$ cat config.mk
export PLATFORM = sky130hd
export DESIGN_NAME = lsu_issue
export DESIGN_NICKNAME = d
export VERILOG_FILES = /design/src/hdl/lsu_pkg.sv /design/src/hdl/lsu_issue.sv
export VERILOG_INCLUDE_DIRS = /design/src /design/src/include
export SDC_FILE = /design/constraint.sdc
export NUM_CORES = 1
export LEC_CHECK = 0
export BUFFER_PORTS_ARGS = -buffer_cell sky130_fd_sc_hd__buf_4
export CORE_MARGIN = 3
export CORE_UTILIZATION = 30
export CTS_CLUSTER_DIAMETER = 150
export DETAILED_ROUTE_END_ITERATION = 12
export GPL_TIMING_DRIVEN = 1
export PLACE_DENSITY = 0.69
export SYNTH_ARGS = -nofsm -noshare
export SYNTH_HDL_FRONTEND = slang
export SYNTH_SLANG_ARGS = --single-unit
$ cat constraint.sdc
create_clock -name clk -period 3.9 [get_ports clk]
set_input_delay 0.78 -clock clk [delete_from_list [all_inputs] [get_ports clk]]
set_output_delay 0.78 -clock clk [all_outputs]
set_load 0.05 [all_outputs]
$ cat src/include/lsu_params.svh
`ifndef LSU_PARAMS_SVH
`define LSU_PARAMS_SVH

// Data and address width of the core
`define XLEN 32

// Data RAM geometry, in 32-bit words
`define RAM_DEPTH 256
`define RAM_AW 8

// Cycles from read address accepted to rd_valid
`define RAM_RD_LAT 1

`endif
$ cat src/hdl/lsu_pkg.sv
`include "lsu_params.svh"

package lsu_pkg;

  typedef enum logic [1:0] {
    NO_LSU    = 2'b00,
    LSU_LOAD  = 2'b01,
    LSU_STORE = 2'b10
  } lsu_op_typ_t;

  // Width codes follow the RV funct3 field of loads and stores
  typedef enum logic [2:0] {
    RV_LSU_B  = 3'b000,
    RV_LSU_H  = 3'b001,
    RV_LSU_W  = 3'b010,
    RV_LSU_BU = 3'b100,
    RV_LSU_HU = 3'b101
  } lsu_w_t;

  typedef struct packed {
    lsu_op_typ_t      op_typ;
    lsu_w_t           width;
    logic [`XLEN-1:0] addr;
    logic [`XLEN-1:0] wdata;
  } s_lsu_op_t;

  // One response per op, rdata is zero for stores
  typedef struct packed {
    lsu_op_typ_t      op_typ;
    logic [`XLEN-1:0] rdata;
    logic             error;
  } s_lsu_rsp_t;

  // Shared by the issue slave and the response master
  typedef enum logic [1:0] {
    IDLE         = 2'b00,
    HOLD         = 2'b01,
    WAIT_REQ_LOW = 2'b10
  } issue_st_t;

endpackage

$ cat src/hdl/lsu_issue.sv
`timescale 1ns/1ps

module lsu_issue
  import lsu_pkg::*;
(
  input  logic      clk,
  input  logic      rst_n_i,
  input  s_lsu_op_t op_i,
  input  logic      op_req_i,
  output logic      op_ack_o,
  output s_lsu_op_t lsu_op_o,
  input  logic      lsu_bp_i
);
  issue_st_t st_ff;
  issue_st_t next_st;
  s_lsu_op_t op_ff;
  logic      capture;

  always_comb begin
    next_st = st_ff;
    capture = 1'b0;
    case (st_ff)
      IDLE: begin
        if (op_req_i) begin
          capture = 1'b1;
          next_st = HOLD;
        end
      end
      // Op offered to the LSU, taken on the first cycle without stall
      HOLD: begin
        if (!lsu_bp_i) begin
          next_st = WAIT_REQ_LOW;
        end
      end
      WAIT_REQ_LOW: begin
        if (!op_req_i) begin
          next_st = IDLE;
        end
      end
      default: next_st = IDLE;
    endcase

    lsu_op_o = op_ff;
    if (st_ff != HOLD) begin
      lsu_op_o.op_typ = NO_LSU;
    end
    op_ack_o = (st_ff == WAIT_REQ_LOW);
  end

  always_ff @(posedge clk) begin
    if (!rst_n_i) begin
      st_ff <= IDLE;
    end else begin
      st_ff <= next_st;
    end
  end

  always_ff @(posedge clk) begin
    if (capture) begin
      op_ff <= op_i;
    end
  end

endmodule

Yosys cells after proc, flatten, opt, wreduce, memory -nomap -nowiden
Index checks and enable logic that the tools add are counted.
{"block": "word_totals", "regBits": 71}
{"block": "classes", "reduce_logical": 2, "muxes": 7, "n_eq_ne": 6}
{"op": "$mux 2", "count": 4}
{"op": "$ne 2x2->1 const B", "count": 3}
{"op": "$pmux 2 s3", "count": 1}
{"op": "$reduce_and 3->1", "count": 1}
{"op": "$eq 2x1->1 const B", "count": 1}
{"op": "$eq 2x2->1 const B", "count": 1}
{"op": "$logic_not 2->1", "count": 1}
{"op": "$mux 1", "count": 2}
{"op": "$ne 2x1->1 const B", "count": 1}

Depth between registers and ports, before layout
{"block": "depth", "ltp_word": 3, "depth_mapped": 2, "depth_no_buf": 2}

Least setup slack after synthesis
Ideal clock, no wire load.
{"block": "synth_path", "path_type": "input-to-reg", "startpoint": "input port op_req_i", "endpoint": "register op_ff (netlist bit lsu_op_o[0]) (enable)", "n_path_buf": 0, "t_arrival_ns": 3.733, "path_stages": 2, "setup_slack_ns": -0.330, "path_cell_list": "nand2b_4 nor2_1"}
{"block": "synth_via", "elab_chain_len": 2}
{"item": "start: declaration", "line": "lsu_issue.sv:9", "source": "input logic op_req_i,"}
{"item": "$mux 1", "line": "lsu_issue.sv:24", "source": "if (op_req_i) begin"}
{"item": "$mux 1", "line": "lsu_issue.sv:22", "source": "case (st_ff)"}
{"item": "named net capture", "line": "lsu_issue.sv:17", "source": "logic capture;"}
{"item": "end signal: assignment", "line": "lsu_issue.sv:60", "source": "op_ff <= op_i;"}
{"item": "end: declaration", "line": "lsu_issue.sv:16", "source": "s_lsu_op_t op_ff;"}
The timed path passes the listed nets, and every way through them passes these cells.
A chain may end at the register's enable or synchronous reset.

==> results.txt <==
- Routability congestion estimate: 0.651
- Hold Crit Class: flip-flop to flip-flop
- For this run, the number of Yosys warnings is 0.
* First-pass DRT Iterations: 4
* Time the final worst path needs with I/O delays and setup: 1.99 ns
- CTS resizes: 0
- For the pin with the worst max-slew slack, the measured transition is 0.974 ns.
- The worst pin sits at a relative slew slack of 34.9%.
* Data required time at the worst endpoint: 3.12 ns
- Library cell used as clock root buffer: clkbuf_8
- The number of nets handed over by synthesis was 222.
- Dividing the detail-routed wire length by the instance count gives 14.6 µm.
* Data arrival time at the worst-slack endpoint: 1.21 ns
- Share of synthesized area occupied by flip-flops and latches: 78.1%
* GRT Util Overall: 9.82%
* Initial Util: 31.0%
- Placed cells: 333
- Along the worst path, the maximum fanout reaches 7.
* Clock insertion delay at the later pin of the skew report: 0.34 ns
* Count of inserted antenna diode cells: 0
- The die is 101 µm wide.
* Global-route wire length before repair: 7270 µm
- Netlist Area Pre-Place: 2700 µm²
* Core area: 8720 µm²
- Setup slack closes at 1.91 ns.
- Across the VDD grid, the largest voltage drop is 0.178 mV.
- Worst Setup Slack post-DPL: 1.51 ns
- The run finished with clean final reports.
- Area growth from synthesis to layout: 33.4%
- The count of buffers added on input and output ports is 142.
- After legalization and detailed placement, the total HPWL measured 3920 µm.
- Launching element type of the critical path: flip-flop
- Final Routed Wirelength: 5090 µm
- Smallest hold slack: 0.555 ns
- Post-detailed-route via-to-cell ratio: 3.90
- The count of nets left with antenna violations once routing finished came out at 0.
- In this run, distinct cell masters in the synthesized netlist total 12.
- The routed layout has 1358 vias.
- Count of mapped cells out of synthesis: 149
- The clock passes through at most 2 buffers.
- Max-slew violation count: 0
* Design Power: 1.79 mW
* Count of maximum capacitance violations: 0
* Number of top-level design ports: 143
- Post-route insts no fill: 348
* Number of buffers inserted for hold repair after clock tree synthesis: 0
- Number of core rows: 34
* Remaining DRCs: 0
- Clock skew on the completed layout was measured at 0.00584 ns.
- For this design the static power due to leakage is 1.50 nW.
- The via count of the first global-routing pass is 1384.
* Most common library cell in the layout ignoring fill and taps: buf_4
* Mean Syn Cell Area: 18.1 µm²
* Hold Violations, Final: 0
- Setup repair after global routing left no endpoint under its margin.
* Final setup violation count: 0
* Classification of the worst setup path: flip-flop to output pin
* Initial drt markers: 16
- The number of antenna violations at the first check in global routing was 0.
* Congestion Overflow GR: 0
- Pin count of the biggest net entering global routing: 36
- Buffers added to address setup during post-CTS repair amount to 0.
- STA classifies the critical path endpoint as an output pin.
* Number of synthesized register bits: 71
* Layout net count: 309
- TritonCTS clock tree: done
- In the layout the commonest cells are buf_4 (142), edfxtp_1 (69), clkbuf_8 (9).
* Timing-limited maximum frequency: 501 MHz
* Overall die area: 10200 µm²
* Share of layout cells above drive strength 1: 67.5%
- H-tree depth: 3
- After clock tree synthesis, the clock-pin slew on the worst setup and hold paths is 0.07 ns.
- Power Dens Cells: 496 nW/µm²
* TNS Setup: 0 ns
- Post-route fraction of the period consumed by the critical path: 51.1%
- Total number of clock tree sinks: 71
- Clock tree synthesis inserted a total of 9 buffers.
- Vertical die dimension: 101 µm
[routing by layer]
layer	up-vias	share of wire (%)	track usage (%)
met5	-	0	0
met2	84	49	15.3
met3	9	14	5.81
met1	632	35	10.5
li1	633	-	-
met4	0	1.8	4.91
[stage by stage]
step,util (%),area [µm²]
global placement,39.3,3430
finish,41.4,3610
global route,41.4,3610
detailed placement,39.3,3430
floorplan,-,2710
CTS,41.4,3610
[worst paths after layout]
check | from | to | slack (ns) | cells after the start
worst max-delay path | st_ff[1]$_SDFFE_PN0P_ | lsu_op_o[68] | 1.91 | 2
worst min-delay path | st_ff[0]$_SDFFE_PN0P_ | st_ff[0]$_SDFFE_PN0P_ | 0.56 | 2
worst max register to register | st_ff[0]$_SDFFE_PN0P_ | lsu_op_o[45]$_DFFE_PP_ | 1.97 | 3
worst min register to register | st_ff[0]$_SDFFE_PN0P_ | st_ff[0]$_SDFFE_PN0P_ | 0.56 | 2
[critical path, cell delays in order (launching register included)]
cell and delay [ns]:
dfxtp_1 0.45, and3b_2 0.25, buf_4 0.19
[cells by family (layout without fill, tap and decap cells)]
family | count (synthesis) | count (layout) | share of synthesized area (%)
flip-flops | 71 | 71 | 78.1
AND/OR/NAND/NOR | 9 | 9 | 2.64
AO/OA/AOI/OAI | 2 | 2 | 0.648
buffers and inverters | 67 | 158 | 18.6
[flip-flops by register name (all words and copies together) (netlist names)]
name,count
op_ff,2
lsu_op_o,67
st_ff,2
[report_power, final]
| part | internal (mW) | switching (mW) | leakage [nW] |
|---|---|---|---|
| registers | 0.901 | 0.0156 | 0.677 |
| logic | 0.111 | 0.223 | 0.731 |
| clock network | 0.287 | 0.253 | 0.0872 |
| total | 1.30 | 0.491 | 1.50 |
[cells in the mapped netlist]
| master | instances | area [µm²] |
|---|---|---|
| edfxtp_1 | 69 | 2070 |
| buf_4 | 67 | 503 |
| and3b_2 | 2 | 20.0 |
| dfxtp_1 | 2 | 40.0 |
| nand2_1 | 2 | 7.51 |
| a21oi_2 | 1 | 8.76 |
| and2b_2 | 1 | 8.76 |
| nand2b_1 | 1 | 6.26 |
| nand2b_4 | 1 | 13.8 |
| nand4bb_1 | 1 | 11.3 |
| nor2_1 | 1 | 3.75 |
| o21ai_2 | 1 | 8.76 |
[cell type report]
class / instances / area [µm²]
clock inverter: 5 / 50.0
multi-input combinational: 11 / 96.3
tap: 108 / 135
timing repair buffer: 143 / 1090
clock buffer: 10 / 128
sequential: 71 / 2110
fill: 819 / 5110
No activity file was read; power rests on OpenSTA's default activity.
