**src/include/lsu_params.svh**
```systemverilog
`ifndef LSU_PARAMS_SVH
`define LSU_PARAMS_SVH

// Data and address width of the core
`define XLEN 32

// Data RAM geometry, in 32-bit words
`define RAM_DEPTH 256
`define RAM_AW 8

// Cycles from read address accepted to rd_valid
`define RAM_RD_LAT 1

`endif
```
**src/hdl/lsu_pkg.sv**
```systemverilog
`include "lsu_params.svh"

package lsu_pkg;

  typedef enum logic [1:0] {
    NO_LSU    = 2'b00,
    LSU_LOAD  = 2'b01,
    LSU_STORE = 2'b10
  } lsu_op_typ_t;

  // Width codes follow the RV funct3 field of loads and stores
  typedef enum logic [2:0] {
    RV_LSU_B  = 3'b000,
    RV_LSU_H  = 3'b001,
    RV_LSU_W  = 3'b010,
    RV_LSU_BU = 3'b100,
    RV_LSU_HU = 3'b101
  } lsu_w_t;

  typedef struct packed {
    lsu_op_typ_t      op_typ;
    lsu_w_t           width;
    logic [`XLEN-1:0] addr;
    logic [`XLEN-1:0] wdata;
  } s_lsu_op_t;

  // One response per op, rdata is zero for stores
  typedef struct packed {
    lsu_op_typ_t      op_typ;
    logic [`XLEN-1:0] rdata;
    logic             error;
  } s_lsu_rsp_t;

  // Shared by the issue slave and the response master
  typedef enum logic [1:0] {
    IDLE         = 2'b00,
    HOLD         = 2'b01,
    WAIT_REQ_LOW = 2'b10
  } issue_st_t;

endpackage

```
**src/hdl/lsu_wb_align.sv**
```systemverilog
`timescale 1ns/1ps
`include "lsu_params.svh"

module lsu_wb_align
  import lsu_pkg::*;
(
  input  logic             clk,
  input  logic             rst_n_i,
  input  s_lsu_op_t        wb_lsu_i,
  input  logic [`XLEN-1:0] lsu_data_i,
  input  logic             done_i,
  input  logic             txn_error_i,
  output logic             wb_busy_o,
  output s_lsu_rsp_t       rsp_o,
  output logic             rsp_req_o,
  input  logic             rsp_ack_i
);
  issue_st_t        st_ff;
  issue_st_t        next_st;
  s_lsu_rsp_t       rsp_ff;
  s_lsu_rsp_t       next_rsp;
  logic [`XLEN-1:0] lane;
  logic             capture;

  always_comb begin
    // Addressed byte or half word lands in the low lanes
    lane = lsu_data_i >> {wb_lsu_i.addr[1:0], 3'b000};

    next_rsp.op_typ = wb_lsu_i.op_typ;
    next_rsp.error  = txn_error_i;
    case (wb_lsu_i.width)
      RV_LSU_B:  next_rsp.rdata = {{(`XLEN-8){lane[7]}}, lane[7:0]};
      RV_LSU_H:  next_rsp.rdata = {{(`XLEN-16){lane[15]}}, lane[15:0]};
      RV_LSU_BU: next_rsp.rdata = {{(`XLEN-8){1'b0}}, lane[7:0]};
      RV_LSU_HU: next_rsp.rdata = {{(`XLEN-16){1'b0}}, lane[15:0]};
      default:   next_rsp.rdata = lsu_data_i;
    endcase
    if (wb_lsu_i.op_typ != LSU_LOAD || txn_error_i) begin
      next_rsp.rdata = '0;
    end

    next_st = st_ff;
    capture = 1'b0;
    case (st_ff)
      IDLE: begin
        if (done_i) begin
          capture = 1'b1;
          next_st = HOLD;
        end
      end
      HOLD: begin
        if (rsp_ack_i) begin
          next_st = WAIT_REQ_LOW;
        end
      end
      WAIT_REQ_LOW: begin
        if (!rsp_ack_i) begin
          next_st = IDLE;
        end
      end
      default: next_st = IDLE;
    endcase

    rsp_req_o = (st_ff == HOLD);
    wb_busy_o = (st_ff != IDLE);
    rsp_o     = rsp_ff;
  end

  always_ff @(posedge clk) begin
    if (!rst_n_i) begin
      st_ff <= IDLE;
    end else begin
      st_ff <= next_st;
    end
  end

  always_ff @(posedge clk) begin
    if (capture) begin
      rsp_ff <= next_rsp;
    end
  end

endmodule

```
**config.mk**
```make
export PLATFORM = sky130hd
export DESIGN_NAME = lsu_wb_align
export DESIGN_NICKNAME = d
export VERILOG_FILES = /design/src/hdl/lsu_pkg.sv /design/src/hdl/lsu_wb_align.sv
export VERILOG_INCLUDE_DIRS = /design/src /design/src/include
export SDC_FILE = /design/constraint.sdc
export NUM_CORES = 1
export LEC_CHECK = 0
export CAP_MARGIN = 25
export CORE_ASPECT_RATIO = 0.8
export CORE_MARGIN = 2
export CORE_UTILIZATION = 56
export CTS_BUF_LIST = sky130_fd_sc_hd__clkbuf_4 sky130_fd_sc_hd__clkbuf_8 sky130_fd_sc_hd__clkbuf_16
export DETAILED_ROUTE_END_ITERATION = 7
export DONT_BUFFER_PORTS = 1
export HOLD_SLACK_MARGIN = 0.15
export PLACE_DENSITY = 0.7
export SLEW_MARGIN = 20
export SYNTH_ARGS = -nofsm -noshare
export SYNTH_HDL_FRONTEND = slang
export SYNTH_SLANG_ARGS = --single-unit
```
**constraint.sdc**
```tcl
create_clock -name clk -period 2.4 [get_ports clk]
set_clock_uncertainty 0.1 [all_clocks]
set_input_delay 0.24 -clock clk [delete_from_list [all_inputs] [get_ports clk]]
set_output_delay 0.24 -clock clk [all_outputs]
set_load 0.02 [all_outputs]
```
# ---- Word-level counts from Yosys, hierarchy flattened
# Cells that the tools add are included.
# W data, S select, Z words.
dict set report classes {
  eq_ne 9
  shift 1
  muxes 7
  reduce_logical 5
}
# cell count
set ops {}
lappend ops {{$pmux W32 S4} 1}
lappend ops {{$shr A32 B5 Y16} 1}
lappend ops {{$eq A3 B3 Y1 const B} 2}
lappend ops {{$mux W2} 3}
lappend ops {{$pmux W2 S3} 1}
lappend ops {{$ne A2 B1 Y1 const B} 2}
lappend ops {{$ne A2 B2 Y1 const B} 2}
lappend ops {{$eq A3 B1 Y1 const B} 1}
lappend ops {{$logic_not A3 Y1} 1}
lappend ops {{$reduce_and A3 Y1} 1}
lappend ops {{$eq A2 B1 Y1 const B} 1}
lappend ops {{$eq A2 B2 Y1 const B} 1}
lappend ops {{$logic_not A2 Y1} 1}
lappend ops {{$mux W1} 2}
lappend ops {{$reduce_bool A2 Y1} 1}
lappend ops {{$logic_or A1 B1 Y1} 1}
dict set report totals {
  reg_bits 37
  in_bits 106
  out_inout_bits 37
  elab_cells 26
}

# ---- Logic depth before layout (Yosys ltp)
dict set report logic_depth {
  word_depth 3
  ltp_mapped 6
  ltp_nobuf 4
}

# ---- Worst setup path after synthesis
# OpenSTA, ideal clock, no wires.
dict set report synth_timing {
  kind {reg2reg}
  startpoint {register st_ff[0]}
  endpoint {register rsp_ff, in the netlist rsp_o[0] (enable)}
  setup_ns 0.427
  t_arrival_ns 2.193
  required_ns 1.873
  slack_ns -0.321
  stages_incl_launch_ff 3
  path_buffers 0
  period_less_slack_ns 2.721
  cell_sequence {dfxtp_1 > or2_2 > nor2_1}
}
dict set report synth_via {
  elab_chain_len 2
}
# element line_no
set synth_rtl {}
lappend synth_rtl {{from (decl)} lsu_wb_align.sv:18} ;# issue_st_t st_ff;
lappend synth_rtl {{from (signal assigned)} lsu_wb_align.sv:73} ;# st_ff <= next_st;
lappend synth_rtl {{$logic_not A2 Y1} lsu_wb_align.sv:44} ;# case (st_ff)
lappend synth_rtl {{$mux W1} lsu_wb_align.sv:44}
lappend synth_rtl {{net capture} lsu_wb_align.sv:23} ;# logic capture;
lappend synth_rtl {{to (signal assigned)} lsu_wb_align.sv:79} ;# rsp_ff <= next_rsp;
lappend synth_rtl {{to (decl)} lsu_wb_align.sv:20} ;# s_lsu_rsp_t rsp_ff;
# The timed path passes the listed nets, and every way through them passes these cells.
# A chain may end at the register's enable or synchronous reset.

# ---- Worst setup path in the final report
dict set report layout_timing {
  startpoint {input wb_lsu_i[65] in the netlist's numbering}
  endpoint {register rsp_ff, in the netlist rsp_o[15] (data pin)}
}
dict set report layout_via {
  elab_chain_len 2
  elab_cells_between_ends 5
  cone_classes {eq/ne (3); mux (1); reduce/logical (1)}
}
# element line_no
set layout_rtl {}
lappend layout_rtl {{from (decl)} lsu_wb_align.sv:9} ;# input s_lsu_op_t wb_lsu_i,
lappend layout_rtl {{$eq A3 B3 Y1 (tied with other cells)} lsu_wb_align.sv:31} ;# case (wb_lsu_i.width)
lappend layout_rtl {{$pmux W32 S4 (*)} lsu_wb_align.sv:31}
# Mark *: on every way between the ends. The rest lies on a longest branch, timed or not.

==> key figures <==
Clock tree
  – Inserted Clock Buffers: 5
  – Hold buffer count at cts: 36
  – Clock root cell: clkbuf_8
  – TritonCTS sink count: 37
  – CTS tree: yes
  – CTS clk-pin slew, worst paths: 80 ps
  – Clk buf depth: 2
  – H-tree Lvls: 2
  – Post-CTS setup buffers: 0
  – Post-CTS Resized: 0
  – Clk_lat worst skew: 290 ps

Logic synthesis
  – Yosys warns: 0
  – Mapped cell area: 1970 sq um
  – Post-synthesis cell type count: 36
  – Register bit count reported by yosys: 37
  – Avg Inst Size Synth: 11.2 sq um
  – Post-Syn Nets: 281
  – Sequential share of the synthesized area: 55.5%
  – Cells after Synth: 175

Final layout
  – Fill count: 252
  – Layout cells sized above 1: 9.09%
  – Ant. Diodes: 0
  – Area of the multi-input gates: 813 sq um
  – Area added between synthesis and finish: 26.0%
  – Register area: 1090 sq um
  – Final net count: 314

Pwr
  – VDD IR max: 545 uV
  – Combinational group share of total power: 11.5%
  – Switch share: 23.9%
  – LEAKAGE: 0.886 nW
  – Power density cells: 672 nW/um^2
  – Reg power frac: 49.4%
  – Sw Pwr: 0.399 mW
  – Int Power: 1.27 mW
  – Power share of the clock group: 39.1%

Global route
  – GR Overflow Total: 0
  – Via count of the first global-routing pass: 1680
  – GRT Overall Usage: 27.0%
  – First-pass GRT wire length: 8.25 mm
  – Initial antenna violation count: 0
  – Largest net degree at the start of global routing: 36

Routing
  – Avg Vias per Cell: 6.48
  – Metal-1 WL: 2.01 mm
  – Max Used Layer: met4
  – Post-Route WL: 5.22 mm
  – Number of DRC markers in iteration 0: 133
  – Wire length on met2: 2.57 mm
  – DR WL/cell: 20.8 um
  – Vias: 1627
  – Met3 wire length: 505 um
  – Final ANT Viol Nets: 0
  – Initial DRT Pass Iterations: 4
  – DRC: 0

Worst setup path
  – Last element of the critical path: rsp_o[15]
  – Worst Reg-to-Reg Cells: 3
  – Crit path launch type: primary input
  – Reg-to-Reg Start: st_ff[0]
  – Crit. End Element: flip-flop
  – Reg2Reg Setup Slack: 690 ps
  – WP data arrival: 2000 ps
  – Critical path required time: 2440 ps
  – Critical path class: in -> reg
  – Worst setup path startpoint: wb_lsu_i[65]
  – CP Max Fanout: 19
  – R2R Path End: rsp_o[16]

Timing
  – Post-route setup TNS: 0 ps
  – Final Cycle Share: 81.5%
  – RSZ-0062 raised after global routing: false
  – Endpoints failing hold: 0
  – Slew @ Worst Pin: 676 ps
  – Period minus WS final: 1960 ps
  – Final slew viol count: 0
  – Final worst setup slack: 445 ps
  – Max Freq: 0.511 GHz
  – Relative slew slack: 54.8%
  – Final Setup Violations: 0

Place
  – Pre-CTS setup slack: 628 ps
  – Placer congestion estimate: 0.876
  – Final HPWL DP: 3.35 mm
  – IO buf count: 0

Die
  – Rows: 19
  – Die height: 57.0 um
  – DIE AREA: 4000 sq um
  – Die width: 70.2 um
  – Starting Density: 57.8%
  – Ports: 143
  – Core Footprint: 3400 sq um

Hold path
  – Min-Delay Path Class: in -> reg

Job
  – Max_cap viols: 0

Status
  – Status: finished, final reports clean
layout make-up:
cell class	instances	share of cell area, %
flip-flops and latches	37	44.0
multi-input cells	124	32.8
repair buffers	38	15.2
clock buffers	5	2.78
clock inverters	3	2.78
well taps	42	2.12
inverters	2	0.303
layer usage:
metal  track usage (%)  vias up
met5                 0        -
li1                  -      737
met2              46.1       97
met4              11.0        0
met3              8.48       14
met1              32.0      779
flip-flops by register name (all words and copies together), names as in the netlist:
name / cells
rsp_o: 35
st_ff: 2
logic make-up after synthesis:
kind of cell | count (synthesis) | synth area share [%]
muxes | 12 | 6.37
AOI/OAI and AO/OA | 58 | 20.6
and+or+nand+nor | 52 | 13.2
xor gates and xnor gates | 2 | 0.891
buffers and inverters | 14 | 3.50
DFF | 37 | 55.5
worst max-delay path: stages:
cell and delay (ps):
dlygate4sd3_1 960, nand2_1 100, dlygate4sd3_1 580, a21oi_1 120
layout by cell type (no fill, tap or decap), types with 2 or more instances in the layout:
| cell | Yosys | final |
|---|---|---|
| a21oi_1 | 25 | 25 |
| a32o_1 | 7 | 7 |
| buf_4 | 1 | 2 |
| bufinv_16 | 0 | 2 |
| clkbuf_8 | 0 | 5 |
| dfxtp_1 | 2 | 2 |
| dlygate4sd3_1 | 0 | 36 |
| edfxtp_1 | 35 | 35 |
| mux2i_1 | 10 | 10 |
| nand2_1 | 31 | 31 |
| nand3b_1 | 3 | 3 |
| nor2_1 | 4 | 3 |
| nor2b_1 | 2 | 2 |
| nor3b_1 | 3 | 3 |
| o211ai_1 | 9 | 9 |
| o21ai_0 | 12 | 12 |
| xor2_1 | 2 | 2 |
Yosys cell counts (all sizes together):
cell type,count,area (sq um)
inv,1,3.75
clkbuf,5,18.8
a211o,1,8.76
xor2,2,17.5
o221a,1,11.3
buf,7,42.5
nand2b,2,20.0
and3,1,6.26
nor2b,2,12.5
nor3,1,5.00
nor2,4,15.0
dfxtp,2,40.0
o211ai,9,67.6
a21oi,25,125
mux2i,11,114
nor4,1,6.26
or2,1,6.26
or3b,1,8.76
nor4b,1,8.76
and3b,1,8.76
clkinv,1,3.75
nor3b,3,22.5
mux2,1,11.3
nand2,31,116
o21ai,12,60.1
edfxtp,35,1050
nand3b,3,22.5
o311ai,2,35.0
a311oi,1,26.3
a32o,7,70.1
worst min path at each step:
stage	from	end	slack (ps)	cells past startpoint
after global placement	txn_error_i	rsp_o[0]	240	0
final	lsu_data_i[6]	rsp_o[7]	170	2
after global routing	lsu_data_i[3]	rsp_o[4]	160	2
after detailed placement	txn_error_i	rsp_o[0]	240	0
after CTS	lsu_data_i[3]	rsp_o[4]	150	2
after floorplan	txn_error_i	rsp_o[0]	240	0
metrics by stage:
stage / std cells / hold WS, ps / total power, mW / instance area (sq um) / utilization, %
3_5_place_dp: 207 / 239 / 0.972 / 1980 / 58.2
2_1_floorplan: 175 / 239 / 0.958 / 1970 / -
4_1_cts: 251 / 154 / 1.67 / 2480 / 72.9
3_3_place_gp: 207 / 239 / 0.965 / 1980 / 58.2
5_1_grt: 251 / 163 / 1.72 / 2480 / 72.9
6_report: 251 / 167 / 1.67 / 2480 / 72.9
power by group through the flow:
stage | clock network [mW] | logic [mW] | registers (mW)
floorplan | 0 | 0.127 | 0.832
global placement | 0 | 0.129 | 0.835
detailed placement | 0 | 0.134 | 0.838
CTS | 0.656 | 0.188 | 0.823
global route | 0.683 | 0.209 | 0.827
finish | 0.651 | 0.192 | 0.823
No activity file was read; power rests on OpenSTA's default activity.
