--- src/include/lsu_params.svh ---
`ifndef LSU_PARAMS_SVH
`define LSU_PARAMS_SVH

// Data and address width of the core
`define XLEN 32

// Data RAM geometry, in 32-bit words
`define RAM_DEPTH 256
`define RAM_AW 8

// Cycles from read address accepted to rd_valid
`define RAM_RD_LAT 1

`endif
--- src/hdl/lsu_pkg.sv ---
`include "lsu_params.svh"

package lsu_pkg;

  typedef enum logic [1:0] {
    NO_LSU    = 2'b00,
    LSU_LOAD  = 2'b01,
    LSU_STORE = 2'b10
  } lsu_op_typ_t;

  // Width codes follow the RV funct3 field of loads and stores
  typedef enum logic [2:0] {
    RV_LSU_B  = 3'b000,
    RV_LSU_H  = 3'b001,
    RV_LSU_W  = 3'b010,
    RV_LSU_BU = 3'b100,
    RV_LSU_HU = 3'b101
  } lsu_w_t;

  typedef struct packed {
    lsu_op_typ_t      op_typ;
    lsu_w_t           width;
    logic [`XLEN-1:0] addr;
    logic [`XLEN-1:0] wdata;
  } s_lsu_op_t;

  // One response per op, rdata is zero for stores
  typedef struct packed {
    lsu_op_typ_t      op_typ;
    logic [`XLEN-1:0] rdata;
    logic             error;
  } s_lsu_rsp_t;

  // Shared by the issue slave and the response master
  typedef enum logic [1:0] {
    IDLE         = 2'b00,
    HOLD         = 2'b01,
    WAIT_REQ_LOW = 2'b10
  } issue_st_t;

endpackage

--- src/hdl/cb_pkg.sv ---
`include "lsu_params.svh"

package cb_pkg;

  typedef logic [`XLEN-1:0]   cb_addr_t;
  typedef logic [`XLEN-1:0]   cb_data_t;
  typedef logic [`XLEN/8-1:0] cb_strb_t;

  typedef enum logic [1:0] {
    CB_BYTE      = 2'b00,
    CB_HALF_WORD = 2'b01,
    CB_WORD      = 2'b10
  } cb_size_t;

  // Only OKAY and SLVERR are produced by the targets here
  typedef enum logic [1:0] {
    CB_OKAY   = 2'b00,
    CB_SLVERR = 2'b10
  } cb_resp_t;

  // Master to slave, read and write channels side by side
  typedef struct packed {
    cb_addr_t rd_addr;
    cb_size_t rd_size;
    logic     rd_addr_valid;
    logic     rd_ready;
    cb_addr_t wr_addr;
    cb_size_t wr_size;
    logic     wr_addr_valid;
    cb_data_t wr_data;
    cb_strb_t wr_strobe;
    logic     wr_data_valid;
    logic     wr_resp_ready;
  } s_cb_mosi_t;

  // Slave to master
  typedef struct packed {
    logic     rd_addr_ready;
    cb_data_t rd_data;
    logic     rd_valid;
    cb_resp_t rd_resp;
    logic     wr_addr_ready;
    logic     wr_data_ready;
    logic     wr_resp_valid;
    cb_resp_t wr_resp_error;
  } s_cb_miso_t;

endpackage

--- src/hdl/lsu.sv ---
`timescale 1ns/1ps
`include "lsu_params.svh"

module lsu
  import cb_pkg::*;
  import lsu_pkg::*;
(
  input  logic             clk,
  input  logic             rst_n_i,
  input  s_lsu_op_t        lsu_i,
  output logic             lsu_bp_o,
  output s_lsu_op_t        wb_lsu_o,
  output logic [`XLEN-1:0] lsu_data_o,
  output logic             done_o,
  output logic             txn_error_o,
  input  logic             wb_busy_i,
  output s_cb_mosi_t       data_cb_mosi_o,
  input  s_cb_miso_t       data_cb_miso_i
);
  s_lsu_op_t lsu_ff;
  s_lsu_op_t next_lsu;
  logic      req_ff;
  logic      next_req;
  logic      wr_resp_ff;
  logic      next_wr_resp;
  logic      rd_txn;
  logic      wr_txn;
  logic      new_txn;
  logic      wr_txn_dp;
  logic      pending;
  logic      bp_addr;
  logic      take;
  logic      wr_data_hs;
  logic      rd_done;
  logic      wr_done;

  function automatic cb_size_t size_txn(lsu_w_t width);
    case (width)
      RV_LSU_B, RV_LSU_BU: return CB_BYTE;
      RV_LSU_H, RV_LSU_HU: return CB_HALF_WORD;
      default:             return CB_WORD;
    endcase
  endfunction

  function automatic cb_strb_t strobe_gen(lsu_w_t width, logic [1:0] offset);
    cb_strb_t mask;
    case (width)
      RV_LSU_B, RV_LSU_BU: mask = cb_strb_t'(4'b0001);
      RV_LSU_H, RV_LSU_HU: mask = cb_strb_t'(4'b0011);
      default:             mask = cb_strb_t'(4'b1111);
    endcase
    return mask << offset;
  endfunction

  // Move store data into the addressed lanes, zero elsewhere
  function automatic cb_data_t lane_data(cb_data_t wdata, cb_strb_t strb, logic [1:0] offset);
    cb_data_t shifted;
    shifted = wdata << {offset, 3'b000};
    for (int i = 0; i < `XLEN/8; i++) begin
      if (!strb[i]) begin
        shifted[i*8 +: 8] = 8'h00;
      end
    end
    return shifted;
  endfunction

  always_comb begin
    rd_txn    = (lsu_i.op_typ == LSU_LOAD);
    wr_txn    = (lsu_i.op_typ == LSU_STORE);
    new_txn   = rd_txn || wr_txn;
    wr_txn_dp = (lsu_ff.op_typ == LSU_STORE);

    // One op on the bus at a time, and none while a response is waiting
    pending  = req_ff || wr_resp_ff || wb_busy_i;
    bp_addr  = new_txn && (rd_txn ? !data_cb_miso_i.rd_addr_ready :
                                    !data_cb_miso_i.wr_addr_ready);
    lsu_bp_o = pending || bp_addr;
    take     = new_txn && !lsu_bp_o;

    data_cb_mosi_o               = '0;
    data_cb_mosi_o.rd_ready      = !wb_busy_i;
    data_cb_mosi_o.wr_resp_ready = !wb_busy_i;

    // Address phase, always word aligned
    if (new_txn && !pending) begin
      if (rd_txn) begin
        data_cb_mosi_o.rd_addr       = {lsu_i.addr[`XLEN-1:2], 2'b00};
        data_cb_mosi_o.rd_size       = size_txn(lsu_i.width);
        data_cb_mosi_o.rd_addr_valid = 1'b1;
      end else begin
        data_cb_mosi_o.wr_addr       = {lsu_i.addr[`XLEN-1:2], 2'b00};
        data_cb_mosi_o.wr_size       = size_txn(lsu_i.width);
        data_cb_mosi_o.wr_addr_valid = 1'b1;
      end
    end

    // Store data phase
    if (req_ff && wr_txn_dp) begin
      data_cb_mosi_o.wr_strobe     = strobe_gen(lsu_ff.width, lsu_ff.addr[1:0]);
      data_cb_mosi_o.wr_data       = lane_data(lsu_ff.wdata, data_cb_mosi_o.wr_strobe,
                                               lsu_ff.addr[1:0]);
      data_cb_mosi_o.wr_data_valid = 1'b1;
    end

    wr_data_hs = req_ff && wr_txn_dp && data_cb_miso_i.wr_data_ready;
    rd_done    = req_ff && !wr_txn_dp && data_cb_miso_i.rd_valid &&
                 data_cb_mosi_o.rd_ready;
    wr_done    = wr_resp_ff && data_cb_miso_i.wr_resp_valid &&
                 data_cb_mosi_o.wr_resp_ready;

    next_req = req_ff;
    if (rd_done || wr_data_hs) begin
      next_req = 1'b0;
    end
    if (take) begin
      next_req = 1'b1;
    end

    // Write response outstanding after the data beat
    next_wr_resp = wr_resp_ff;
    if (wr_done) begin
      next_wr_resp = 1'b0;
    end
    if (wr_data_hs) begin
      next_wr_resp = 1'b1;
    end

    next_lsu = take ? lsu_i : lsu_ff;

    done_o      = rd_done || wr_done;
    txn_error_o = rd_done ? (data_cb_miso_i.rd_resp != CB_OKAY) :
                  wr_done ? (data_cb_miso_i.wr_resp_error != CB_OKAY) : 1'b0;
    wb_lsu_o    = lsu_ff;
    lsu_data_o  = data_cb_miso_i.rd_data;
  end

  always_ff @(posedge clk) begin
    if (!rst_n_i) begin
      lsu_ff     <= '0;
      req_ff     <= 1'b0;
      wr_resp_ff <= 1'b0;
    end else begin
      lsu_ff     <= next_lsu;
      req_ff     <= next_req;
      wr_resp_ff <= next_wr_resp;
    end
  end

endmodule

--- config.mk ---
export PLATFORM = sky130hd
export DESIGN_NAME = lsu
export DESIGN_NICKNAME = d
export VERILOG_FILES = /design/src/hdl/lsu_pkg.sv /design/src/hdl/cb_pkg.sv /design/src/hdl/lsu.sv
export VERILOG_INCLUDE_DIRS = /design/src /design/src/include
export SDC_FILE = /design/constraint.sdc
export NUM_CORES = 1
export LEC_CHECK = 0
export BUFFER_PORTS_ARGS = -buffer_cell sky130_fd_sc_hd__buf_2
export CORE_AREA = 2 2 126 128
export DETAILED_ROUTE_END_ITERATION = 8
export DIE_AREA = 0 0 128 130
export GPL_TIMING_DRIVEN = 0
export SKIP_CTS_REPAIR_TIMING = 1
export SYNTH_ARGS = -nofsm -noshare
export SYNTH_HDL_FRONTEND = slang
export SYNTH_SLANG_ARGS = --single-unit
--- constraint.sdc ---
create_clock -name clk -period 2.05 [get_ports clk]
set_input_delay 0.41 -clock clk [delete_from_list [all_inputs] [get_ports clk]]
set_output_delay 0.41 -clock clk [all_outputs]
set_load 0.01 [all_outputs]
### Yosys cells after proc, flatten, opt, wreduce, memory -nomap -nowiden

Index checks and enable logic that the tools add are counted.
W data, S select, Z words.

* flip-flop bits (word level): 71
* logic and storage cells: 68
* input bits: 113

* multiplexer cells: 19
* equality and inequality tests: 9
* reductions and logical operators: 32
* shift-type cells: 2

Operators with widths (number)
* $mux W35: 4
* $mux W37: 1
* $mux W8: 4
* $shl A32 B5 Y32: 1
* $eq A3 B3 Y1 const B: 4
* $logic_and A1 B1 Y1: 10
* $pmux W4 S2: 1
* $reduce_bool A2 Y1: 4
* $reduce_or A2 Y1: 4
* $mux W1: 7
* $eq A3 B1 Y1 const B: 2
* $logic_not A1 Y1: 6
* $logic_not A3 Y1: 2
* $logic_or A1 B1 Y1: 6
* $eq A2 B2 Y1 const B: 2
* $mux W4: 1
* $pmux W2 S2: 1
* $shl A4 B2 Y4: 1
* $eq A2 B1 Y1 const B: 1

### Logic depth before layout (Yosys ltp)

Gate-level depths: netlist of run 1.

* depth in word-level cells: 8
* depth in mapped cells: 7
* depth with buffers taken out: 5

### Worst setup path before layout of run 1

OpenSTA, ideal clock, no wires.

* path kind: input to output
* from: input lsu_i[68] in the netlist's numbering
* to: output data_cb_mosi_o[39] in the netlist's numbering
* setup slack: -77 ps
* path buffers: 0
* data required time: 1640 ps
* arrival time: 1717 ps
* stages: 4
* cell sequence: inv_1 -> ha_1 -> or4_4 -> nor4b_1

RTL lines
* from (decl): line lsu.sv:10 `input s_lsu_op_t lsu_i,`
* to (decl): line lsu.sv:17 `output s_cb_mosi_t data_cb_mosi_o,`

==> impl_metrics.yaml, run 1 <==
status:
  outcome: "finished, violations left"
  violations: "negative setup slack"
floorplanning:
  rows: 46
  ios: 326
  die_w_um: 128
  initial_utilization_pct: 28.6
  core_mm2: 0.0154
  die_h_um: 130
  die_area_mm2: 0.0166
clock_tree:
  cts_tree: "yes"
  clk_pin_slew_ns: 0.06
  ctsLongestPathBuffers: 2
  cts_buffers: 9
  clockRootBuffer: "clkbuf_16"
  clock_latency_ns: 0.34
  cts.sinks: 71
  h-tree-depth: 3
global_route:
  grt_antenna_before_repair: 1
  grt_overflow: 0
  grt_pass1_wl_mm: 24.4
  grtUsageTotal_pct: 19.1
  grt_pass1_vias: 4403
  grt_max_degree: 12
yosys:
  synth-seq-cells: 71
  synth_top_area_share_pct: 32.2
  synth_area_mm2: 0.00441
  seq_area_frac_synth_pct: 32.2
  synth_top_flop_cell: "dfxtp_1"
  yosysMostFrequentCell: "nand2_1"
  synthTopCellsByCount: "140 x nand2_1, 84 x mux2i_1, 71 x dfxtp_1, 39 x and2_1, 37 x buf_4"
  async_flop_share_pct: 0
  ys_top_cells_by_area: "dfxtp_1 32%, mux2i_1 19%, nand2_1 12%"
  yosys_warnings: 0
  synth_edf_count: 0
  synth_cells: 528
  yosysTopAreaCell: "dfxtp_1"
  ys_types: 41
  synth.avg_cell_area_um2: 8.36
worst_setup_path:
  r2r_cells: 6
  crit_start: "wr_resp_ff"
  required_ns: 1.64
  arrival_ns: 1.87
  worstSetupPathType: "flip-flop to output port"
  critPathMaxStageDelay_ns: 0.56
  r2r-start: "wr_resp_ff"
  worstSetupEndpoint: "data_cb_mosi_o[52]"
  path_max_fanout: 10
  r2r_end: "wb_lsu_o[41]"
  slowest_stage: "or4_4"
  worst_setup_path_start_kind: "flip-flop"
  r2r_slack_ns: 0.51
  critPathCaptureType: "output port"
  crit_chain: "or4_4 > nor2_4 > buf_6 > and2_1 > buf_2"
pwr:
  peakVddDrop_v: 0.000346
  leakage_nw: 3.57
  power.total_mw: 4.04
  powerDensity_mw_per_mm2: 572
sta:
  skew_ns: 0.00371
  fmax_mhz: 439
  setup_ws_ns: -0.229
  max_slew_margin_pct: 61.2
  hold_ws_ns: 0.316
  rsz0062_at_grt: "yes"
  setup_viol: 60
  hold_viol: 0
  fin_crit_sh_pct: 111
  final_max_slew_viol_count: 0
  worst_slew_pin_slew_ns: 0.581
  post-route-min-period_ns: 2.28
routing:
  viasPerCell: 4.61
  drt_first_iter_violations: 171
  drtPass1Iterations: 4
  routed_wl_mm: 17.0
  drc: 0
  num_vias: 4837
  ant_nets: 0
  avgRoutedWirePerCell_um: 16.1
cells_and_area:
  antenna_cells: 0
  drive_gt1_share_pct: 51.5
  design_area_mm2: 0.00706
  nNetsFinal: 967
  fill_cells: 1619
  area_growth_pct: 60.1
  final_cell_count_no_fill: 1050
place:
  dp.cells: 1011
  portBuffers: 288
  pre_cts_ws_ns: -0.268
  dpl.hpwl_mm: 13.1
  placed_area_mm2: 0.00613
  routabilityCongestion: 0.852
job:
  cap_violations: 0
worst_hold_path:
  hp-class: "input port to flip-flop"
[layout by cell type, fill, tap and decap left out, types with 4 or more instances in the layout]
cell type and n:
nand2_1 140, a211oi_1 12, buf_6 38, mux2i_1 81, and2_1 37, clkbuf_16 9
a2bb2oi_2 4, nor2b_1 9, inv_1 5, clkbuf_1 21, buf_12 9, buf_2 268
nor2_4 8, and3_4 10, buf_4 52, dfxtp_1 64, and3_1 20, conb_1 4
nor2_2 5, dfxtp_2 4
[how the worst min path moves through the flow]
stage	from	end	slack, ns	cells past startpoint
after floorplan	wb_lsu_o[34]	wb_lsu_o[34]	0.48	2
after global placement	wb_lsu_o[47]	wb_lsu_o[47]	0.44	2
after detailed placement	wb_lsu_o[40]	wb_lsu_o[40]	0.44	2
after CTS	lsu_i[7]	wb_lsu_o[7]	0.30	3
after global routing	lsu_i[30]	wb_lsu_o[30]	0.31	3
final	lsu_i[66]	wb_lsu_o[66]	0.32	3
[per-layer routing]
metal  vias up  GRT usage, %  part of all wire, %
li1       2365             -                    -
met4         2          7.43                  2.0
met1      2211          22.8                   40
met3        23          4.39                  7.3
met5         -             0                0.094
met2       236          33.3                   50
[critical path: cells and delay by family (launching register included)]
kind,cells,cell delay [ns]
DFF,1,0.37
buffers and inverters,2,0.29
and+or+nand+nor,3,0.86
[cell families after synthesis]
group	after synthesis	share of synthesized area, %
AND/OR/NAND/NOR	255	28.0
multiplexers	88	20.7
buffers and inverters	85	14.0
flip-flops	71	32.2
AO/OA/AOI/OAI	27	4.71
adder cells (fa/ha/maj)	1	0.284
other	1	0.0850
[per-stage QoR]
stage | utilization, % | TNS, ns
floorplan | - | 0
global placement | 39.7 | -16.37
detailed placement | 39.7 | -16.72
CTS | 41.7 | -32.66
global route | 45.8 | -11.58
finish | 45.8 | -7.61
[registers in the layout (all words and copies together), names as in the netlist]
name	flops
wr_resp_ff	1
req_ff	1
wb_lsu_o	69
[power by group]
group          switching (mW)  internal, mW  total, mW
Sequential             0.0645          1.44       1.51
Clock                   0.604          1.04       1.65
Combinational           0.442         0.444      0.886
Total                    1.11          2.93       4.04
[final cells by class]
class	count	area, um2	share of cell area [%]
tap	192	240	3.40
clock buffer	14	274	3.88
clock inverter	2	37.5	0.531
sequential	71	1440	20.4
timing repair buffer	311	1790	25.4
inverter	8	32.5	0.461
buffer	77	649	9.19
multi-input combinational	375	2600	36.8
Note: power is estimated with default switching activity, not from simulation.
==> run 2, diff against run 1 <==
Settings changed: BUFFER_PORTS_ARGS -buffer_cell sky130_fd_sc_hd__buf_2 to default, CELL_PAD_IN_SITES_DETAIL_PLACEMENT from default to 0, CELL_PAD_IN_SITES_GLOBAL_PLACEMENT from default to 1, CORE_AREA 2 2 126 128 to 2 2 125 127, CTS_BUF_LIST from default to sky130_fd_sc_hd__clkbuf_4, DIE_AREA 0 0 128 130 to 0 0 127 129, DONT_BUFFER_PORTS from default to 1, PLACE_DENSITY_LB_ADDON from default to 0.1.
==> impl_metrics.yaml, run 2 (same netlist as run 1, synthesis figures left out) <==
routing:
  num_vias: 3879
  routed_wl_mm: 16.3
  ant_nets: 0
  drt_first_iter_violations: 175
  avgRoutedWirePerCell_um: 21.5
  viasPerCell: 5.10
  drc: 0
  drtPass1Iterations: 4
sta:
  fmax_mhz: 432
  skew_ns: 0.0116
  post-route-min-period_ns: 2.31
  hold_ws_ns: 0.0959
  worst_slew_pin_slew_ns: 0.587
  setup_ws_ns: -0.264
  finalSetupTns_ns: -15.86
  max_slew_margin_pct: 60.8
  setup_viol: 97
  fin_crit_sh_pct: 113
  hold_viol: 0
  rsz0062_at_grt: "yes"
  final_max_slew_viol_count: 0
floorplanning:
  rows: 45
  initial_utilization_pct: 29.5
  die_area_mm2: 0.0164
  die_w_um: 127
  ios: 326
  die_h_um: 129
  core_mm2: 0.0150
global_route:
  met3_usage_pct: 6.86
  grt_overflow: 0
  grtUsageMet2_pct: 30.7
  grt_antenna_before_repair: 1
  top_usage_layer: "met2"
  grt_pass1_wl_mm: 22.1
  grt_pass1_vias: 3549
  grt_max_degree: 12
  grtUsageMet1_pct: 20.7
  grtUsageTotal_pct: 17.8
pwr:
  powerDensity_mw_per_mm2: 555
  swShare_pct: 31.2
  peakVddDrop_v: 0.000370
  clkPwrFrac_pct: 29.1
  switching_power_mw: 1.00
  intPower_mw: 2.21
  p_seq_share_pct: 48.2
  leakage_nw: 2.13
  power.total_mw: 3.21
  combPwrFrac_pct: 22.7
place:
  pre_cts_ws_ns: -0.295
  routabilityCongestion: 0.820
  dpl.hpwl_mm: 11.9
  portBuffers: 0
  placed_area_mm2: 0.00468
  dp.cells: 719
worst_setup_path:
  worstSetupPathType: "flip-flop to output port"
  worst-path-buf-inv: 2
  arrival_ns: 1.90
  crit_start: "req_ff"
  required_ns: 1.64
  crit_chain: "or4_4 > nor2_4 > buf_12 > clkbuf_16 > and2_4"
  slowest_stage: "or4_4"
  critPathMaxStageDelay_ns: 0.54
  r2r-start: "wr_resp_ff"
  path_max_fanout: 8
  path_delay_family: "simple AND/OR/NAND/NOR gates"
  critPathCaptureType: "output port"
  worst_setup_path_start_kind: "flip-flop"
clock_tree:
  ctsLongestPathBuffers: 2
  cts_buffers: 9
  cts.sinks: 71
  clockRootBuffer: "clkbuf_4"
  clock_latency_ns: 0.44
  clk_pin_slew_ns: 0.12
  cts_tree: "yes"
  h-tree-depth: 3
worst_hold_path:
  hp-class: "input port to flip-flop"
  hold_start: "lsu_i[33]"
cells_and_area:
  final_common_cell: "nand2_1"
  largest_register_ff_count: 69
  drive_gt1_share_pct: 39.4
  final_cell_mix: "140 x nand2_1, 73 x mux2i_1, 65 x dfxtp_1, 47 x buf_4, 34 x and2_4"
  area_growth_pct: 31.2
  final_cell_count_no_fill: 760
  utilization_pct: 38.6
  design_area_mm2: 0.00579
  fill_cells: 1562
  nNetsFinal: 680
job:
  cap_violations: 0
status:
  violations: "negative setup slack"
  outcome: "finished, violations left"
[run 2: worst paths after layout]
| kind | endpoint | slack (ns) | depth (start not counted) |
|---|---|---|---|
| hold / removal | wb_lsu_o[33] | 0.1 | 2 |
| setup reg to reg | wb_lsu_o[6] | 0.37 | 7 |
| hold reg to reg | wb_lsu_o[60] | 0.52 | 2 |
| setup / recovery | data_cb_mosi_o[53] | -0.26 | 5 |
[run 2: layout make-up]
type / count / area [um2] / area share (%)
clock inverters: 4 / 46.3 / 0.800
clock buffers: 12 / 90.1 / 1.56
plain buffers: 77 / 681 / 11.8
multi-input cells: 376 / 2990 / 51.6
inverters: 8 / 38.8 / 0.670
repair buffers: 23 / 262 / 4.52
diodes: 1 / 2.50 / 0.0432
flip-flops and latches: 71 / 1440 / 25.0
well taps: 188 / 235 / 4.06
[run 2: layer usage]
layer / vias to the layer above / wire, um
met5: - / 0
li1: 1798 / -
met3: 17 / 1480
met2: 224 / 8140
met4: 0 / 301
met1: 1840 / 6400
[run 2: power groups by stage]
stage          combinational [mW]  clock [mW]  sequential (mW)
2_1_floorplan               0.463           0             1.54
3_3_place_gp                0.557           0             1.58
3_5_place_dp                0.561           0             1.58
4_1_cts                     0.563       0.975             1.55
5_1_grt                     0.784        1.03             1.56
6_report                    0.729       0.933             1.55
==> run 3, diff against run 2 <==
Settings changed: CORE_AREA 2 2 125 127 to 2 2 127 129, CTS_BUF_LIST sky130_fd_sc_hd__clkbuf_4 to default, DIE_AREA 0 0 127 129 to 0 0 129 131.
==> impl_metrics.yaml, run 3 (same netlist as run 1, synthesis figures left out) <==
status:
  outcome: "finished, violations left"
  violations: "negative setup slack"
floorplanning:
  core_mm2: 0.0156
  rows: 46
  die_h_um: 131
  die_area_mm2: 0.0169
  ios: 326
  die_w_um: 129
  initial_utilization_pct: 28.3
worst_hold_path:
  hold_start: "lsu_i[67]"
  hp-class: "input port to flip-flop"
sta:
  post-route-min-period_ns: 2.23
  fmax_mhz: 448
  hold_viol: 0
  fin_crit_sh_pct: 109
  skew_ns: 0.00565
  worst_slew_pin_slew_ns: 0.600
  setup_ws_ns: -0.183
  hold_ws_ns: 0.190
  setup_viol: 54
  rsz0062_at_grt: "yes"
  final_max_slew_viol_count: 0
  max_slew_margin_pct: 60.0
cells_and_area:
  final_common_cell: "nand2_1"
  drive_gt1_share_pct: 32.4
  final_cell_count_no_fill: 780
  regArea_mm2: 0.00144
  multi_input_area_mm2: 0.00279
  fill_cells: 1611
  nNetsFinal: 673
  area_growth_pct: 28.1
  utilization_pct: 36.2
  final_cell_mix: "140 x nand2_1, 76 x mux2i_1, 65 x dfxtp_1, 49 x buf_4, 31 x and2_4"
  antenna_cells: 0
  largest_register_ff_count: 69
global_route:
  grt_overflow: 0
  grt_antenna_before_repair: 1
  grtUsageTotal_pct: 17.5
  grt_pass1_wl_mm: 21.7
  grt_max_degree: 14
  grt_pass1_vias: 3576
pwr:
  powerDensity_mw_per_mm2: 677
  leakage_nw: 2.19
  switching_power_mw: 1.13
  clkPwrFrac_pct: 42.4
  intPower_mw: 2.69
  peakVddDrop_v: 0.000346
  combPwrFrac_pct: 17.1
  swShare_pct: 29.5
  p_seq_share_pct: 40.4
routing:
  viasPerCell: 4.87
  drtPass1Iterations: 6
  num_vias: 3800
  avgRoutedWirePerCell_um: 20.6
  drc: 0
  ant_nets: 0
  routed_wl_mm: 16.1
  drt_first_iter_violations: 92
worst_setup_path:
  crit_start: "req_ff"
  path_max_fanout: 6
  critPathCaptureType: "output port"
  worst_setup_path_start_kind: "flip-flop"
  r2r-start: "req_ff"
  arrival_ns: 1.82
  critPathMaxStageDelay_ns: 0.55
  slowest_stage: "or4_4"
  r2r_slack_ns: 0.54
  required_ns: 1.64
  worstSetupPathType: "flip-flop to output port"
  crit_chain: "or4_4 > nor2_4 > buf_6 > buf_4 > and2_4"
clock_tree:
  cts_buffers: 9
  h-tree-depth: 3
  cts_tree: "yes"
  ctsLongestPathBuffers: 2
  clock_latency_ns: 0.35
  cts.sinks: 71
  clk_pin_slew_ns: 0.06
  clockRootBuffer: "clkbuf_16"
place:
  dpl.hpwl_mm: 12.1
  dp.cells: 747
  portBuffers: 0
  pre_cts_ws_ns: -0.335
  routabilityCongestion: 0.817
job:
  cap_violations: 0
[run 3: cell types whose count changed in the layout (fill, tap and decap cells not counted), moves of 3 or more]
cell	delta
and3_4	-29
and3_1	+28
clkbuf_4	-11
clkbuf_16	+8
buf_6	-6
and2_4	-3
buf_8	-3
mux2i_1	+3
[run 3: layout make-up]
| cell class | count | share of cell area, % |
|---|---|---|
| sequential | 71 | 25.5 |
| clock inverter | 7 | 1.28 |
| clock buffer | 9 | 3.99 |
| tap | 216 | 4.78 |
| buffer | 77 | 11.4 |
| multi-input combinational | 375 | 49.3 |
| timing repair buffer | 17 | 3.06 |
| inverter | 8 | 0.686 |
[run 3: per-layer routing]
layer  part of all wire, %  routed length [um]  global-route usage [%]
met2                    51                8140                    30.8
met4                   1.8                 295                    7.10
met5                     0                   0                       0
met1                    39                6350                    20.0
met3                   8.2                1320                    5.25
[run 3: critical path, delay by kind of cell (launching register included)]
kind	cells	cell delay [ns]
buffers and inverters	2	0.30
DFF	1	0.36
and+or+nand+nor	3	0.81
[run 3: final timing paths]
check,end,cells past startpoint
min reg2reg,wb_lsu_o[67],2
max,data_cb_mosi_o[57],5
min,wb_lsu_o[67],2
max reg2reg,wb_lsu_o[40],6
[run 3: power by group through the flow]
stage	Clock (mW)	Sequential, mW	Combinational (mW)
finish	1.62	1.55	0.655
global route	1.73	1.56	0.709
CTS	1.66	1.55	0.561
detailed placement	0	1.58	0.559
global placement	0	1.58	0.554
floorplan	0	1.54	0.463
[run 3: through the flow]
| stage | setup TNS, ns | power (mW) | area, um2 |
|---|---|---|---|
| 3_5_place_dp | -11.25 | 2.14 | 4710 |
| 6_report | -6.32 | 3.82 | 5650 |
| 4_1_cts | -36.19 | 3.77 | 5010 |
| 5_1_grt | -10.20 | 3.99 | 5650 |
| 2_1_floorplan | 0 | 2.01 | 4440 |
| 3_3_place_gp | -10.08 | 2.13 | 4710 |
